## src/logic/muscle_link_pkg.sv

```systemverilog
package muscle_link_pkg;

    //////////////////////////////
    // word types
    //////////////////////////////

    // length, gain, payload and apb data
    typedef logic [31:0] word_t;
    // spikes seen in one tick window
    typedef logic [31:0] count_t;
    // tick half period in ep50trig cycles
    typedef logic [17:0] half_t;
    // apb byte address
    typedef logic [7:0] addr_t;

    //////////////////////////////
    // apb register map
    //////////////////////////////

    localparam addr_t REG_GAIN      = 8'h00;
    localparam addr_t REG_TICK_HALF = 8'h04;
    localparam addr_t REG_CTRL      = 8'h08;
    // read only copy of the last received length
    localparam addr_t REG_LENGTH    = 8'h0C;

    localparam word_t GAIN_RESET      = 32'd0;
    localparam half_t TICK_HALF_RESET = 18'd1024;
    // run lives in bit 0 and starts off
    localparam word_t CTRL_RESET      = 32'd0;

    //////////////////////////////
    // spi link
    //////////////////////////////

    // master sck half period in clocks
    localparam int SPI_HALF_CLKS = 13;
    localparam int SPI_BITS      = 32;
    localparam int SYNC_STAGES   = 2;

    // bit counter holds 0..SPI_BITS plus overflow room
    localparam int BIT_CNT_W = $clog2(SPI_BITS) + 1;
    typedef logic [BIT_CNT_W-1:0] bit_cnt_t;
    typedef logic [$clog2(SPI_HALF_CLKS)-1:0] spi_div_t;

    typedef enum logic {
        TX_IDLE,
        TX_SHIFT
    } tx_state_t;

endpackage

```

## src/logic/apb_if.sv

```systemverilog
interface apb_if;

    // request side
    logic                   psel;
    logic                   penable;
    logic                   pwrite;
    muscle_link_pkg::addr_t paddr;
    muscle_link_pkg::word_t pwdata;

    // response side
    muscle_link_pkg::word_t prdata;
    logic                   pready;
    logic                   pslverr;

    // host side
    modport master (
        output psel, penable, pwrite, paddr, pwdata,
        input  prdata, pready, pslverr
    );

    // register bank side
    modport slave (
        input  psel, penable, pwrite, paddr, pwdata,
        output prdata, pready, pslverr
    );

endinterface

```

## src/logic/param_regs.sv

```systemverilog
module param_regs (
    input  logic                   ep50trig,
    input  logic                   reset_global,
    apb_if.slave                   bus,
    input  muscle_link_pkg::word_t length,
    output muscle_link_pkg::word_t gain,
    output muscle_link_pkg::half_t tick_half,
    output logic                   run
);

    logic                   access;
    logic                   addr_ok;
    logic                   err;
    muscle_link_pkg::word_t rd_data;

    //////////////////////////////
    // decode
    //////////////////////////////

    // second cycle of a transfer, no wait states
    assign access = bus.psel & bus.penable;

    // read mux and address check
    always_comb begin
        rd_data = '0;
        addr_ok = 1'b1;
        case (bus.paddr)
            muscle_link_pkg::REG_GAIN: begin
                rd_data = gain;
            end
            muscle_link_pkg::REG_TICK_HALF: begin
                rd_data = muscle_link_pkg::word_t'(tick_half);
            end
            muscle_link_pkg::REG_CTRL: begin
                rd_data = {31'd0, run};
            end
            // live value straight from the receiver
            muscle_link_pkg::REG_LENGTH: begin
                rd_data = length;
            end
            default: begin
                addr_ok = 1'b0;
            end
        endcase
    end

    // unmapped, or write to the read only length
    assign err = ~addr_ok | (bus.pwrite & (bus.paddr == muscle_link_pkg::REG_LENGTH));

    assign bus.pready  = 1'b1;
    assign bus.pslverr = access & err;
    // zero on errors and writes
    assign bus.prdata  = (access & ~bus.pwrite & ~err) ? rd_data : '0;

    //////////////////////////////
    // registers
    //////////////////////////////

    always_ff @(posedge ep50trig or posedge reset_global) begin
        if (reset_global) begin
            gain      <= muscle_link_pkg::GAIN_RESET;
            tick_half <= muscle_link_pkg::TICK_HALF_RESET;
            run       <= muscle_link_pkg::CTRL_RESET[0];
        end else if (access && bus.pwrite && !err) begin
            // update lands at the end of the access cycle
            case (bus.paddr)
                muscle_link_pkg::REG_GAIN: begin
                    gain <= bus.pwdata;
                end
                muscle_link_pkg::REG_TICK_HALF: begin
                    tick_half <= bus.pwdata[$bits(muscle_link_pkg::half_t)-1:0];
                end
                muscle_link_pkg::REG_CTRL: begin
                    run <= bus.pwdata[0];
                end
                default: begin
                end
            endcase
        end
    end

endmodule

```

## src/logic/sim_tick_gen.sv

```systemverilog
module sim_tick_gen (
    input  logic                   ep50trig,
    input  logic                   reset_global,
    input  logic                   run,
    input  muscle_link_pkg::half_t tick_half,
    output logic                   tick
);

    muscle_link_pkg::half_t cnt;
    // second half of the slow period
    logic                   phase;

    always_ff @(posedge ep50trig or posedge reset_global) begin
        if (reset_global) begin
            cnt   <= '0;
            phase <= 1'b0;
            tick  <= 1'b0;
        end else if (!run || tick_half == '0) begin
            // held clear so the next run starts cleanly
            cnt   <= '0;
            phase <= 1'b0;
            tick  <= 1'b0;
        end else if (cnt == '0) begin
            // half period boundary
            cnt   <= tick_half - muscle_link_pkg::half_t'(1);
            phase <= ~phase;
            // one pulse per full period at the end of the second half
            tick  <= phase;
        end else begin
            cnt  <= cnt - muscle_link_pkg::half_t'(1);
            tick <= 1'b0;
        end
    end

endmodule

```

## src/logic/spike_counter.sv

```systemverilog
module spike_counter (
    input  logic                    ep50trig,
    input  logic                    reset_global,
    input  logic                    run,
    input  logic                    tick,
    input  logic                    mn_spike,
    output muscle_link_pkg::count_t window_count
);

    logic [muscle_link_pkg::SYNC_STAGES-1:0] spike_sync;
    logic                                    spike_prev;
    logic                                    rise;
    muscle_link_pkg::count_t                 count;

    // spike comes from another clock domain
    always_ff @(posedge ep50trig or posedge reset_global) begin
        if (reset_global) begin
            spike_sync <= '0;
            spike_prev <= 1'b0;
        end else begin
            spike_sync <= {spike_sync[muscle_link_pkg::SYNC_STAGES-2:0], mn_spike};
            spike_prev <= spike_sync[muscle_link_pkg::SYNC_STAGES-1];
        end
    end

    assign rise = spike_sync[muscle_link_pkg::SYNC_STAGES-1] & ~spike_prev;

    // window accumulator
    always_ff @(posedge ep50trig or posedge reset_global) begin
        if (reset_global) begin
            count        <= '0;
            window_count <= '0;
        end else if (!run) begin
            count <= '0;
        end else if (tick) begin
            // an edge on the tick cycle still belongs to this window
            window_count <= count + muscle_link_pkg::count_t'(rise);
            count        <= '0;
        end else begin
            count <= count + muscle_link_pkg::count_t'(rise);
        end
    end

endmodule

```

## src/logic/spi_length_rx.sv

```systemverilog
module spi_length_rx (
    input  logic                   ep50trig,
    input  logic                   reset_global,
    input  logic                   tick,
    input  logic                   sck,
    input  logic                   ssel,
    input  logic                   data,
    output muscle_link_pkg::word_t length
);

    logic [muscle_link_pkg::SYNC_STAGES-1:0] sck_sync;
    logic [muscle_link_pkg::SYNC_STAGES-1:0] ssel_sync;
    logic [muscle_link_pkg::SYNC_STAGES-1:0] data_sync;
    logic                                    sck_s;
    logic                                    ssel_s;
    logic                                    data_s;
    logic                                    sck_prev;
    logic                                    ssel_prev;
    logic                                    sck_rise;
    logic                                    ssel_rise;
    muscle_link_pkg::bit_cnt_t               bit_cnt;
    muscle_link_pkg::word_t                  shift;
    muscle_link_pkg::word_t                  staged;

    //////////////////////////////
    // oversample the spi pins
    //////////////////////////////

    always_ff @(posedge ep50trig or posedge reset_global) begin
        if (reset_global) begin
            sck_sync  <= '0;
            // select idles high
            ssel_sync <= '1;
            data_sync <= '0;
            sck_prev  <= 1'b0;
            ssel_prev <= 1'b1;
        end else begin
            sck_sync  <= {sck_sync[muscle_link_pkg::SYNC_STAGES-2:0], sck};
            ssel_sync <= {ssel_sync[muscle_link_pkg::SYNC_STAGES-2:0], ssel};
            data_sync <= {data_sync[muscle_link_pkg::SYNC_STAGES-2:0], data};
            sck_prev  <= sck_s;
            ssel_prev <= ssel_s;
        end
    end

    assign sck_s     = sck_sync[muscle_link_pkg::SYNC_STAGES-1];
    assign ssel_s    = ssel_sync[muscle_link_pkg::SYNC_STAGES-1];
    // data gets the same delay as sck
    assign data_s    = data_sync[muscle_link_pkg::SYNC_STAGES-1];
    assign sck_rise  = sck_s & ~sck_prev;
    assign ssel_rise = ssel_s & ~ssel_prev;

    //////////////////////////////
    // frame capture
    //////////////////////////////

    // msb first
    always_ff @(posedge ep50trig) begin
        if (!ssel_s && sck_rise) begin
            shift <= {shift[muscle_link_pkg::SPI_BITS-2:0], data_s};
        end
    end

    always_ff @(posedge ep50trig or posedge reset_global) begin
        if (reset_global) begin
            bit_cnt <= '0;
            staged  <= '0;
            length  <= '0;
        end else begin
            if (ssel_rise) begin
                // keep only complete frames
                if (bit_cnt == muscle_link_pkg::bit_cnt_t'(muscle_link_pkg::SPI_BITS)) begin
                    staged <= shift;
                end
                bit_cnt <= '0;
            end else if (ssel_s) begin
                bit_cnt <= '0;
            end else if (sck_rise && bit_cnt != '1) begin
                // saturate so long frames never alias to 32
                bit_cnt <= bit_cnt + muscle_link_pkg::bit_cnt_t'(1);
            end
            // hand over to the sim side only on tick
            if (tick) begin
                length <= staged;
            end
        end
    end

endmodule

```

## src/logic/spi_rate_tx.sv

```systemverilog
module spi_rate_tx (
    input  logic                    ep50trig,
    input  logic                    reset_global,
    input  logic                    tick,
    input  muscle_link_pkg::count_t window_count,
    input  muscle_link_pkg::word_t  gain,
    output logic                    sck,
    output logic                    ssel,
    output logic                    data
);

    muscle_link_pkg::tx_state_t state;
    muscle_link_pkg::spi_div_t  div;
    muscle_link_pkg::bit_cnt_t  bit_cnt;
    muscle_link_pkg::word_t     shreg;
    muscle_link_pkg::word_t     payload;
    logic                       half_done;

    // scaled rate, low word of the product
    assign payload   = window_count * gain;
    assign half_done = (div == muscle_link_pkg::spi_div_t'(muscle_link_pkg::SPI_HALF_CLKS - 1));

    //////////////////////////////
    // frame state machine
    //////////////////////////////

    always_ff @(posedge ep50trig or posedge reset_global) begin
        if (reset_global) begin
            state   <= muscle_link_pkg::TX_IDLE;
            div     <= '0;
            bit_cnt <= '0;
            sck     <= 1'b0;
            ssel    <= 1'b1;
            data    <= 1'b0;
        end else begin
            case (state)
                muscle_link_pkg::TX_IDLE: begin
                    if (tick) begin
                        // select drops with the first bit already on the line
                        state   <= muscle_link_pkg::TX_SHIFT;
                        ssel    <= 1'b0;
                        data    <= payload[muscle_link_pkg::SPI_BITS-1];
                        div     <= '0;
                        bit_cnt <= '0;
                    end
                end
                muscle_link_pkg::TX_SHIFT: begin
                    // ticks in here are dropped
                    if (!half_done) begin
                        div <= div + muscle_link_pkg::spi_div_t'(1);
                    end else begin
                        div <= '0;
                        if (sck) begin
                            // falling edge moves to the next bit
                            sck     <= 1'b0;
                            bit_cnt <= bit_cnt + muscle_link_pkg::bit_cnt_t'(1);
                            data    <= shreg[muscle_link_pkg::SPI_BITS-2];
                        end else if (bit_cnt == muscle_link_pkg::bit_cnt_t'(
                                     muscle_link_pkg::SPI_BITS)) begin
                            // one half period after the last fall
                            state <= muscle_link_pkg::TX_IDLE;
                            ssel  <= 1'b1;
                            data  <= 1'b0;
                        end else begin
                            sck <= 1'b1;
                        end
                    end
                end
                default: begin
                    state <= muscle_link_pkg::TX_IDLE;
                end
            endcase
        end
    end

    // payload shifter
    always_ff @(posedge ep50trig) begin
        if (state == muscle_link_pkg::TX_IDLE && tick) begin
            shreg <= payload;
        end else if (state == muscle_link_pkg::TX_SHIFT && half_done && sck) begin
            shreg <= {shreg[muscle_link_pkg::SPI_BITS-2:0], 1'b0};
        end
    end

endmodule

```

## src/logic/muscle_link_top.sv

```systemverilog
module muscle_link_top (
    input  logic                   ep50trig,
    input  logic                   reset_global,

    // host apb port
    input  logic                   psel,
    input  logic                   penable,
    input  logic                   pwrite,
    input  muscle_link_pkg::addr_t paddr,
    input  muscle_link_pkg::word_t pwdata,
    output muscle_link_pkg::word_t prdata,
    output logic                   pready,
    output logic                   pslverr,

    // motor neuron spike from the pool model
    input  logic                   mn_spike,

    // muscle length in
    input  logic                   len_sck,
    input  logic                   len_ssel,
    input  logic                   len_data,

    // scaled rate out
    output logic                   rate_sck,
    output logic                   rate_ssel,
    output logic                   rate_data
);

    muscle_link_pkg::word_t  gain;
    muscle_link_pkg::half_t  tick_half;
    logic                    run;
    logic                    tick;
    muscle_link_pkg::count_t window_count;
    muscle_link_pkg::word_t  length;

    //////////////////////////////
    // apb pins into the bus
    //////////////////////////////

    apb_if bus ();

    // host drives the request half
    assign bus.psel    = psel;
    assign bus.penable = penable;
    assign bus.pwrite  = pwrite;
    assign bus.paddr   = paddr;
    assign bus.pwdata  = pwdata;
    assign prdata      = bus.prdata;
    assign pready      = bus.pready;
    assign pslverr     = bus.pslverr;

    //////////////////////////////
    // blocks
    //////////////////////////////

    param_regs param_regs_i (
        .ep50trig     (ep50trig),
        .reset_global (reset_global),
        .bus          (bus.slave),
        .length       (length),
        .gain         (gain),
        .tick_half    (tick_half),
        .run          (run)
    );

    sim_tick_gen sim_tick_gen_i (
        .ep50trig     (ep50trig),
        .reset_global (reset_global),
        .run          (run),
        .tick_half    (tick_half),
        .tick         (tick)
    );

    spike_counter spike_counter_i (
        .ep50trig     (ep50trig),
        .reset_global (reset_global),
        .run          (run),
        .tick         (tick),
        .mn_spike     (mn_spike),
        .window_count (window_count)
    );

    spi_length_rx spi_length_rx_i (
        .ep50trig     (ep50trig),
        .reset_global (reset_global),
        .tick         (tick),
        .sck          (len_sck),
        .ssel         (len_ssel),
        .data         (len_data),
        .length       (length)
    );

    spi_rate_tx spi_rate_tx_i (
        .ep50trig     (ep50trig),
        .reset_global (reset_global),
        .tick         (tick),
        .window_count (window_count),
        .gain         (gain),
        .sck          (rate_sck),
        .ssel         (rate_ssel),
        .data         (rate_data)
    );

endmodule

```

## config.mk

```make
export PLATFORM = sky130hd
export DESIGN_NAME = muscle_link_top
export DESIGN_NICKNAME = d
export VERILOG_FILES = /design/src/logic/muscle_link_pkg.sv /design/src/logic/apb_if.sv /design/src/logic/param_regs.sv /design/src/logic/sim_tick_gen.sv /design/src/logic/spike_counter.sv /design/src/logic/spi_length_rx.sv /design/src/logic/spi_rate_tx.sv /design/src/logic/muscle_link_top.sv
export SDC_FILE = /design/constraint.sdc
export NUM_CORES = 2
export LEC_CHECK = 0
export BUFFER_PORTS_ARGS = -buffer_cell sky130_fd_sc_hd__buf_2
export CAP_MARGIN = 20
export CELL_PAD_IN_SITES_DETAIL_PLACEMENT = 1
export CELL_PAD_IN_SITES_GLOBAL_PLACEMENT = 1
export CORE_MARGIN = 2
export CORE_UTILIZATION = 55
export CTS_CLUSTER_DIAMETER = 60
export CTS_CLUSTER_SIZE = 30
export DETAILED_ROUTE_END_ITERATION = 10
export PLACE_DENSITY_LB_ADDON = 0.1
export SYNTH_ARGS = -nofsm -noshare
export SYNTH_HDL_FRONTEND = slang
export SYNTH_SLANG_ARGS = --single-unit
```

## constraint.sdc

```tcl
create_clock -name ep50trig -period 11 [get_ports ep50trig]
set_clock_uncertainty 0.05 [all_clocks]
set_input_delay 1.1 -clock ep50trig [delete_from_list [all_inputs] [get_ports ep50trig]]
set_output_delay 1.1 -clock ep50trig [all_outputs]
set_load 0.03 [all_outputs]
```

# Yosys cells after proc, flatten, opt, wreduce, memory -nomap -nowiden
# Index checks and enable logic that the tools add are counted.
dict set report word_totals {
  register_bits 293
  output_inout_bits 37
  wordCells 129
}
dict set report op_classes {
  add_sub_neg 6
  multipliers 1
  eq_ne 13
  muxes 39
  bitwise 17
  reduce_logical 27
}
# operator n
set op_table {}
lappend op_table {{$pmux W32 S4} 1}
lappend op_table {{$mux W32} 3}
lappend op_table {{$mux W31} 2}
lappend op_table {{$logic_not A18 Y1} 2}
lappend op_table {{$mux W18} 2}
lappend op_table {{$mux W6} 6}
lappend op_table {{$sub A18 B1 Y18 const B} 2}
lappend op_table {{$add A32 B1 Y32} 1}
lappend op_table {{$mul A32 B32 Y32} 1}
lappend op_table {{$mux W1} 18}
lappend op_table {{$eq A8 B4 Y1 const B} 2}
lappend op_table {{$add A6 B1 Y6 const B} 2}
lappend op_table {{$eq A6 B6 Y1 const B} 2}
lappend op_table {{$pmux W6 S2} 1}
lappend op_table {{$reduce_and A2 Y1} 6}
lappend op_table {{$and A1 B1 Y1} 8}
lappend op_table {{$eq A8 B3 Y1 const B} 1}
lappend op_table {{$logic_not A8 Y1} 1}
lappend op_table {{$mux W4} 2}
lappend op_table {{$ne A2 B2 Y1 const B} 4}
lappend op_table {{$not A1 Y1} 8}
lappend op_table {{$pmux W4 S2} 1}
lappend op_table {{$logic_and A1 B1 Y1} 7}
lappend op_table {{$ne A6 B6 Y1 const B} 1}
lappend op_table {{13 further kinds} 19}

# Longest topological paths before layout
dict set report depth {
  word_depth 8
  depth_mapped 26
  depth_no_buf 24
}

# Cells and area by module
# A second synthesis with hierarchy kept.
dict set report hier_totals {
  cells_unflattened 2772
  area_unflattened_um2 28780.1
}
# mod n_inst cells_each area_per_inst_um2 seq_area_each_um2
set modules_own_cells {}
lappend modules_own_cells {spi_rate_tx 1 1901 17733.3 1282.5}
lappend modules_own_cells {spi_length_rx 1 221 3990.1 2916.5}
lappend modules_own_cells {spike_counter 1 279 2881.5 1676.6}
lappend modules_own_cells {param_regs 1 218 2707.6 1277.5}
lappend modules_own_cells {sim_tick_gen 1 153 1467.7 500.5}

# Worst setup path before layout
# Ideal clock, no wire load.
dict set report synth_timing {
  kind {register to register}
  startpoint {register spike_counter_i.window_count[13]}
  endpoint {register spi_rate_tx_i.shreg[22], data pin}
  arrival_time_ns 6.625
  required_time_ns 10.672
  path_slack_ns 4.048
  stages_incl_launch_ff 24
  n_path_buf 2
  cell_sequence {dfrtp_1 clkbuf_1 clkbuf_1 and2_1 fa_1 fa_1 fa_1 inv_1 fa_1 inv_1 fa_1 inv_1 fa_1 inv_1 fa_1 fa_1 ha_1 nand2_1 nor2_1 a2111oi_0 a21boi_0 o21ai_0 mux2i_1 o311ai_0}
}
dict set report synth_between {
  elab_chain_cells 2
}
# item line_no
set synth_rtl {}
lappend synth_rtl {{start: declaration} spike_counter.sv:7} ;# output muscle_link_pkg::count_t window_count
lappend synth_rtl {{start signal: assignment} spike_counter.sv:37} ;# window_count <= count + muscle_link_pkg::count_t'(rise);
lappend synth_rtl {{$mul A32 B32 Y32} spi_rate_tx.sv:20} ;# assign payload = window_count * gain;
lappend synth_rtl {{$mux W31} spi_rate_tx.sv:78} ;# if (state == muscle_link_pkg::TX_IDLE && tick) begin
lappend synth_rtl {{end signal: assignment} spi_rate_tx.sv:79} ;# shreg <= payload;
lappend synth_rtl {{end signal: assignment} spi_rate_tx.sv:81} ;# shreg <= {shreg[muscle_link_pkg::SPI_BITS-2:0], 1'b0};
lappend synth_rtl {{end: declaration} spi_rate_tx.sv:15} ;# muscle_link_pkg::word_t shreg;
# Every way passes these cells.
# A chain may end at the register's enable or synchronous reset.

# Final worst setup path
dict set report layout_timing {
  startpoint {register param_regs_i.gain[6]}
  endpoint {register spi_rate_tx_i.shreg[22], data pin}
}
dict set report layout_between {
  elab_chain_cells 2
}
# item line_no
set layout_rtl {}
lappend layout_rtl {{start: declaration} param_regs.sv:6} ;# output muscle_link_pkg::word_t gain,
lappend layout_rtl {{start signal: assignment} param_regs.sv:61} ;# gain <= muscle_link_pkg::GAIN_RESET;
lappend layout_rtl {{start signal: assignment} param_regs.sv:68} ;# gain <= bus.pwdata;
lappend layout_rtl {{$mul A32 B32 Y32} spi_rate_tx.sv:20}
lappend layout_rtl {{$mux W31} spi_rate_tx.sv:78}
# Every way passes these cells.

==> flow_results.xml <==
<?xml version="1.0" encoding="UTF-8"?>
<metrics>
  <group name="global_route">
    <metric name="grt_antenna_before_repair" unit="">1</metric>
    <metric name="grt_overflow" unit="">0</metric>
    <metric name="grt_usage" unit="%">31.4</metric>
    <metric name="grt_pass1_vias" unit="">22700</metric>
    <metric name="grt_max_degree" unit="">94</metric>
    <metric name="grt_first_pass_wirelength" unit="um">128000</metric>
  </group>
  <group name="critical_path">
    <metric name="crit_path_start_kind" unit="">register</metric>
    <metric name="critical_path_class" unit="">register to register</metric>
    <metric name="worst_ep_arrival" unit="ps">8090</metric>
    <metric name="max_fo_critical_path" unit="">28</metric>
    <metric name="worstSetupEndpointType" unit="">register</metric>
    <metric name="crit_required" unit="ps">11250</metric>
  </group>
  <group name="timing">
    <metric name="maxSlewHeadroom" unit="%">26.3</metric>
    <metric name="max_slew.worst_pin.slew" unit="ps">1110</metric>
    <metric name="maxSlewViolCount" unit="">0</metric>
    <metric name="fmaxAchievable" unit="MHz">128</metric>
    <metric name="fin_setup_tns" unit="ps">0</metric>
    <metric name="final.min_clock_period" unit="ps">7840</metric>
    <metric name="number_of_hold_violations_in_the_final_report" unit="">0</metric>
    <metric name="finalWorstSetupSlack" unit="ps">3160</metric>
    <metric name="final-setup-viol-count" unit="">0</metric>
    <metric name="grt_setup_unrepaired" unit="">false</metric>
    <metric name="whs" unit="ps">307</metric>
    <metric name="period_share" unit="%">71.3</metric>
  </group>
  <group name="worst_hold_path">
    <metric name="hold_path.class" unit="">register to register</metric>
  </group>
  <group name="power_and_ir_drop">
    <metric name="p_seq_share" unit="%">52.1</metric>
    <metric name="power.combinational.fraction" unit="%">2.6</metric>
    <metric name="worst_ir_drop_vdd" unit="uV">139</metric>
    <metric name="p_switching" unit="W">0.000546</metric>
    <metric name="p_int" unit="W">0.00160</metric>
    <metric name="leakage" unit="nW">14.3</metric>
    <metric name="clockPowerShare" unit="%">45.2</metric>
    <metric name="power.density_cell_area" unit="mW/mm^2">71.1</metric>
    <metric name="switching_share" unit="%">25.5</metric>
  </group>
  <group name="yosys">
    <metric name="synthesis.nets" unit="">3381</metric>
    <metric name="synthesis.area_per_instance" unit="sq um">10.1</metric>
    <metric name="postSynth.topFlopCell" unit="">sky130_fd_sc_hd__dfrtp_1</metric>
    <metric name="yosys_register_bits" unit="">293</metric>
    <metric name="mappedNetlistArea" unit="sq mm">0.0282</metric>
    <metric name="syn_inst" unit="">2792</metric>
    <metric name="postSynth.asyncResetShare" unit="%">78.5</metric>
    <metric name="synth_cell_types" unit="">71</metric>
    <metric name="synth-seq-area-share" unit="%">27.1</metric>
    <metric name="synth_enable_flop_cells" unit="">63</metric>
    <metric name="synth-warning-count" unit="">0</metric>
  </group>
  <group name="die">
    <metric name="ioPinCount" unit="">86</metric>
    <metric name="core-area" unit="sq mm">0.0510</metric>
    <metric name="initial_utilization" unit="%">55.4</metric>
    <metric name="die-width" unit="um">231</metric>
    <metric name="floorplan.die.height" unit="um">231</metric>
    <metric name="rows" unit="">83</metric>
    <metric name="die_area" unit="sq mm">0.0532</metric>
  </group>
  <group name="finish">
    <metric name="final_cell_mix" unit="">sky130_fd_sc_hd__fa_1, sky130_fd_sc_hd__inv_1, sky130_fd_sc_hd__and2_1</metric>
    <metric name="antenna_cells_inserted" unit="">0</metric>
    <metric name="drive_above_1_share" unit="%">11.5</metric>
    <metric name="finish.net_count" unit="">3372</metric>
    <metric name="area_growth_syn_to_layout" unit="%">6.78</metric>
    <metric name="mostFrequentLayoutCell" unit="">sky130_fd_sc_hd__fa_1</metric>
  </group>
  <group name="placed_design">
    <metric name="post-place-ws" unit="ps">3080</metric>
    <metric name="io_buffer_count" unit="">84</metric>
    <metric name="place.detailed.hpwl" unit="um">61600</metric>
    <metric name="weighted_congestion_at_the_end_of_routability_driven_global_placement" unit="">0.910</metric>
  </group>
  <group name="run">
    <metric name="max_cap_violations" unit="">0</metric>
  </group>
  <group name="clock_tree">
    <metric name="clkLatencyLatePin" unit="ps">580</metric>
    <metric name="cts.sink_count" unit="">293</metric>
    <metric name="cts_post_setup_buffers_inserted" unit="">0</metric>
    <metric name="cts_tree" unit="">yes</metric>
    <metric name="postCtsHoldBufs" unit="">0</metric>
    <metric name="cts_root_buf" unit="">sky130_fd_sc_hd__clkbuf_16</metric>
    <metric name="clkTransAtPathRegs" unit="ps">80</metric>
    <metric name="h-tree-depth" unit="">1</metric>
    <metric name="post_cts.resized_instances" unit="">0</metric>
    <metric name="clock_tree.buffer_depth" unit="">3</metric>
    <metric name="numCtsBuffers" unit="">25</metric>
  </group>
  <group name="drt">
    <metric name="num_vias" unit="">19800</metric>
    <metric name="antenna_left" unit="">0</metric>
    <metric name="routedWlPerCell" unit="um">23.1</metric>
    <metric name="drt-pass1-iter-count" unit="">5</metric>
    <metric name="initialDrtViolationCount" unit="">1038</metric>
    <metric name="viasPerCell" unit="">5.70</metric>
    <metric name="drt-total-wl" unit="um">80300</metric>
    <metric name="drc" unit="">0</metric>
  </group>
  <group name="run_status">
    <metric name="run_status" unit="">complete, no violations</metric>
  </group>
</metrics>
## stage by stage
step	instances	util, %	area [sq um]	total power [W]
5_1_grt	3481	59.1	30200	0.00221
6_report	3481	59.1	30200	0.00214
3_3_place_gp	3433	57.2	29200	0.00119
2_1_floorplan	2792	-	28200	0.00117
4_1_cts	3478	59.0	30100	0.00217
3_5_place_dp	3433	57.2	29200	0.00120
## flip-flops by register name, indices dropped and copies added (netlist names), 2 cells and up
signal,cells
spi_rate_tx_i.div,4
spi_length_rx_i.length,32
sim_tick_gen_i.cnt,18
param_regs_i.gain,32
spike_counter_i.window_count,32
spi_length_rx_i.sck_sync,2
spike_counter_i.spike_sync,2
spi_length_rx_i.bit_cnt,6
spi_rate_tx_i.shreg,31
spike_counter_i.count,32
param_regs_i.tick_half,18
spi_length_rx_i.data_sync,2
spi_length_rx_i.ssel_sync,2
spi_length_rx_i.staged,32
spi_length_rx_i.shift,32
spi_rate_tx_i.bit_cnt,6
## per-layer routing
layer	global-route usage [%]	up-vias	wire length [um]
li1	-	8679	-
met1	39.1	10600	32200
met2	57.1	461	42000
met3	3.06	153	3190
met4	11.0	0	2910
met5	0	-	0
## synthesized netlist by cell type, types with 3 or more instances
cell / instances / share of area [%]
sky130_fd_sc_hd__xor2_1: 43 / 1.3
sky130_fd_sc_hd__a21oi_1: 75 / 1.3
sky130_fd_sc_hd__nor3b_1: 4 / 0.11
sky130_fd_sc_hd__nand2_1: 279 / 3.7
sky130_fd_sc_hd__nand4_1: 18 / 0.40
sky130_fd_sc_hd__mux2_2: 131 / 5.2
sky130_fd_sc_hd__dfrtp_1: 225 / 20
sky130_fd_sc_hd__a22oi_1: 33 / 0.88
sky130_fd_sc_hd__nor3_1: 24 / 0.43
sky130_fd_sc_hd__a21o_1: 10 / 0.27
sky130_fd_sc_hd__o211ai_1: 5 / 0.13
sky130_fd_sc_hd__a211oi_1: 8 / 0.21
sky130_fd_sc_hd__edfxtp_1: 63 / 6.7
sky130_fd_sc_hd__nor4_1: 7 / 0.16
sky130_fd_sc_hd__o311ai_0: 3 / 0.093
sky130_fd_sc_hd__or3_1: 4 / 0.089
sky130_fd_sc_hd__or2_2: 3 / 0.066
sky130_fd_sc_hd__o21bai_1: 3 / 0.080
sky130_fd_sc_hd__a21boi_0: 3 / 0.080
sky130_fd_sc_hd__nand2b_1: 4 / 0.089
sky130_fd_sc_hd__or4_1: 3 / 0.080
sky130_fd_sc_hd__a31oi_1: 5 / 0.11
sky130_fd_sc_hd__inv_1: 395 / 5.3
sky130_fd_sc_hd__fa_1: 408 / 29
sky130_fd_sc_hd__xnor2_1: 76 / 2.4
sky130_fd_sc_hd__clkbuf_1: 145 / 1.9
sky130_fd_sc_hd__mux2i_1: 4 / 0.14
sky130_fd_sc_hd__nor2b_1: 5 / 0.11
sky130_fd_sc_hd__nor2_1: 182 / 2.4
sky130_fd_sc_hd__o31ai_1: 14 / 0.37
sky130_fd_sc_hd__and2_1: 338 / 7.5
sky130_fd_sc_hd__o21ai_0: 51 / 0.90
sky130_fd_sc_hd__buf_2: 4 / 0.071
sky130_fd_sc_hd__and3_1: 10 / 0.22
sky130_fd_sc_hd__ha_1: 132 / 5.8
sky130_fd_sc_hd__o21ai_1: 3 / 0.053
sky130_fd_sc_hd__dfstp_2: 5 / 0.47
sky130_fd_sc_hd__buf_1: 4 / 0.053
sky130_fd_sc_hd__nand3_1: 18 / 0.32
sky130_fd_sc_hd__o21a_1: 8 / 0.21
sky130_fd_sc_hd__and4_1: 4 / 0.12
## worst max-delay path: stages, from the launching register on
cell	delay (ps)
sky130_fd_sc_hd__dfrtp_1	1000
sky130_fd_sc_hd__and2_1	260
sky130_fd_sc_hd__fa_1	440
sky130_fd_sc_hd__fa_1	490
sky130_fd_sc_hd__fa_1	510
sky130_fd_sc_hd__inv_1	60
sky130_fd_sc_hd__fa_1	480
sky130_fd_sc_hd__inv_1	60
sky130_fd_sc_hd__fa_1	520
sky130_fd_sc_hd__inv_1	70
sky130_fd_sc_hd__fa_1	530
sky130_fd_sc_hd__inv_1	50
sky130_fd_sc_hd__fa_1	490
sky130_fd_sc_hd__fa_1	420
sky130_fd_sc_hd__ha_1	380
sky130_fd_sc_hd__nand4_1	160
sky130_fd_sc_hd__nor2_1	60
sky130_fd_sc_hd__a2111oi_0	640
sky130_fd_sc_hd__a21boi_0	280
sky130_fd_sc_hd__o21ai_0	260
sky130_fd_sc_hd__mux2i_1	200
sky130_fd_sc_hd__o311ai_0	140
## final cells by class
| cell class | count | area, sq um |
|---|---|---|
| timing repair buffer | 118 | 728 |
| clock inverter | 19 | 240 |
| sequential | 293 | 7650 |
| fill | 5555 | 20800 |
| inverter | 395 | 1490 |
| clock buffer | 26 | 651 |
| multi-input combinational | 1950 | 18500 |
| tap | 680 | 851 |
## final timing paths
path                                                    startpoint                                      end  slack, ps  cells after the start
max reg2reg                       param_regs_i.gain[6]$_DFFE_PP0P_        spi_rate_tx_i.shreg[22]$_DFFE_PP_       3160                     21
min                        spike_counter_i.spike_sync[0]$_DFF_PP0_  spike_counter_i.spike_sync[1]$_DFF_PP0_        310                      0
min reg2reg                spike_counter_i.spike_sync[0]$_DFF_PP0_  spike_counter_i.spike_sync[1]$_DFF_PP0_        310                      0
min in group asynchronous                             reset_global          sim_tick_gen_i.cnt[1]$_DFF_PP0_        560                      2
max in group asynchronous                             reset_global       spike_counter_i.count[5]$_DFF_PP0_       8930                      3
max                               param_regs_i.gain[6]$_DFFE_PP0P_        spi_rate_tx_i.shreg[22]$_DFFE_PP_       3160                     21
## power groups by stage
stage | Combinational, W | Clock, W | Sequential (W)
floorplan | 0.0000336 | 0 | 0.00114
global placement | 0.0000557 | 0 | 0.00114
detailed placement | 0.0000575 | 0 | 0.00114
CTS | 0.0000577 | 0.000990 | 0.00112
global route | 0.0000636 | 0.00103 | 0.00112
finish | 0.0000565 | 0.000969 | 0.00112
## cells by family after synthesis
group	share of synthesized area, %
fa+ha+maj	34.8
flops	27.1
buf+inv	7.33
compound gates	5.28
xor+xnor	3.77
mux	5.37
simple gates	16.4
other cells	0.0133
Note: power is estimated with default switching activity, not from simulation.
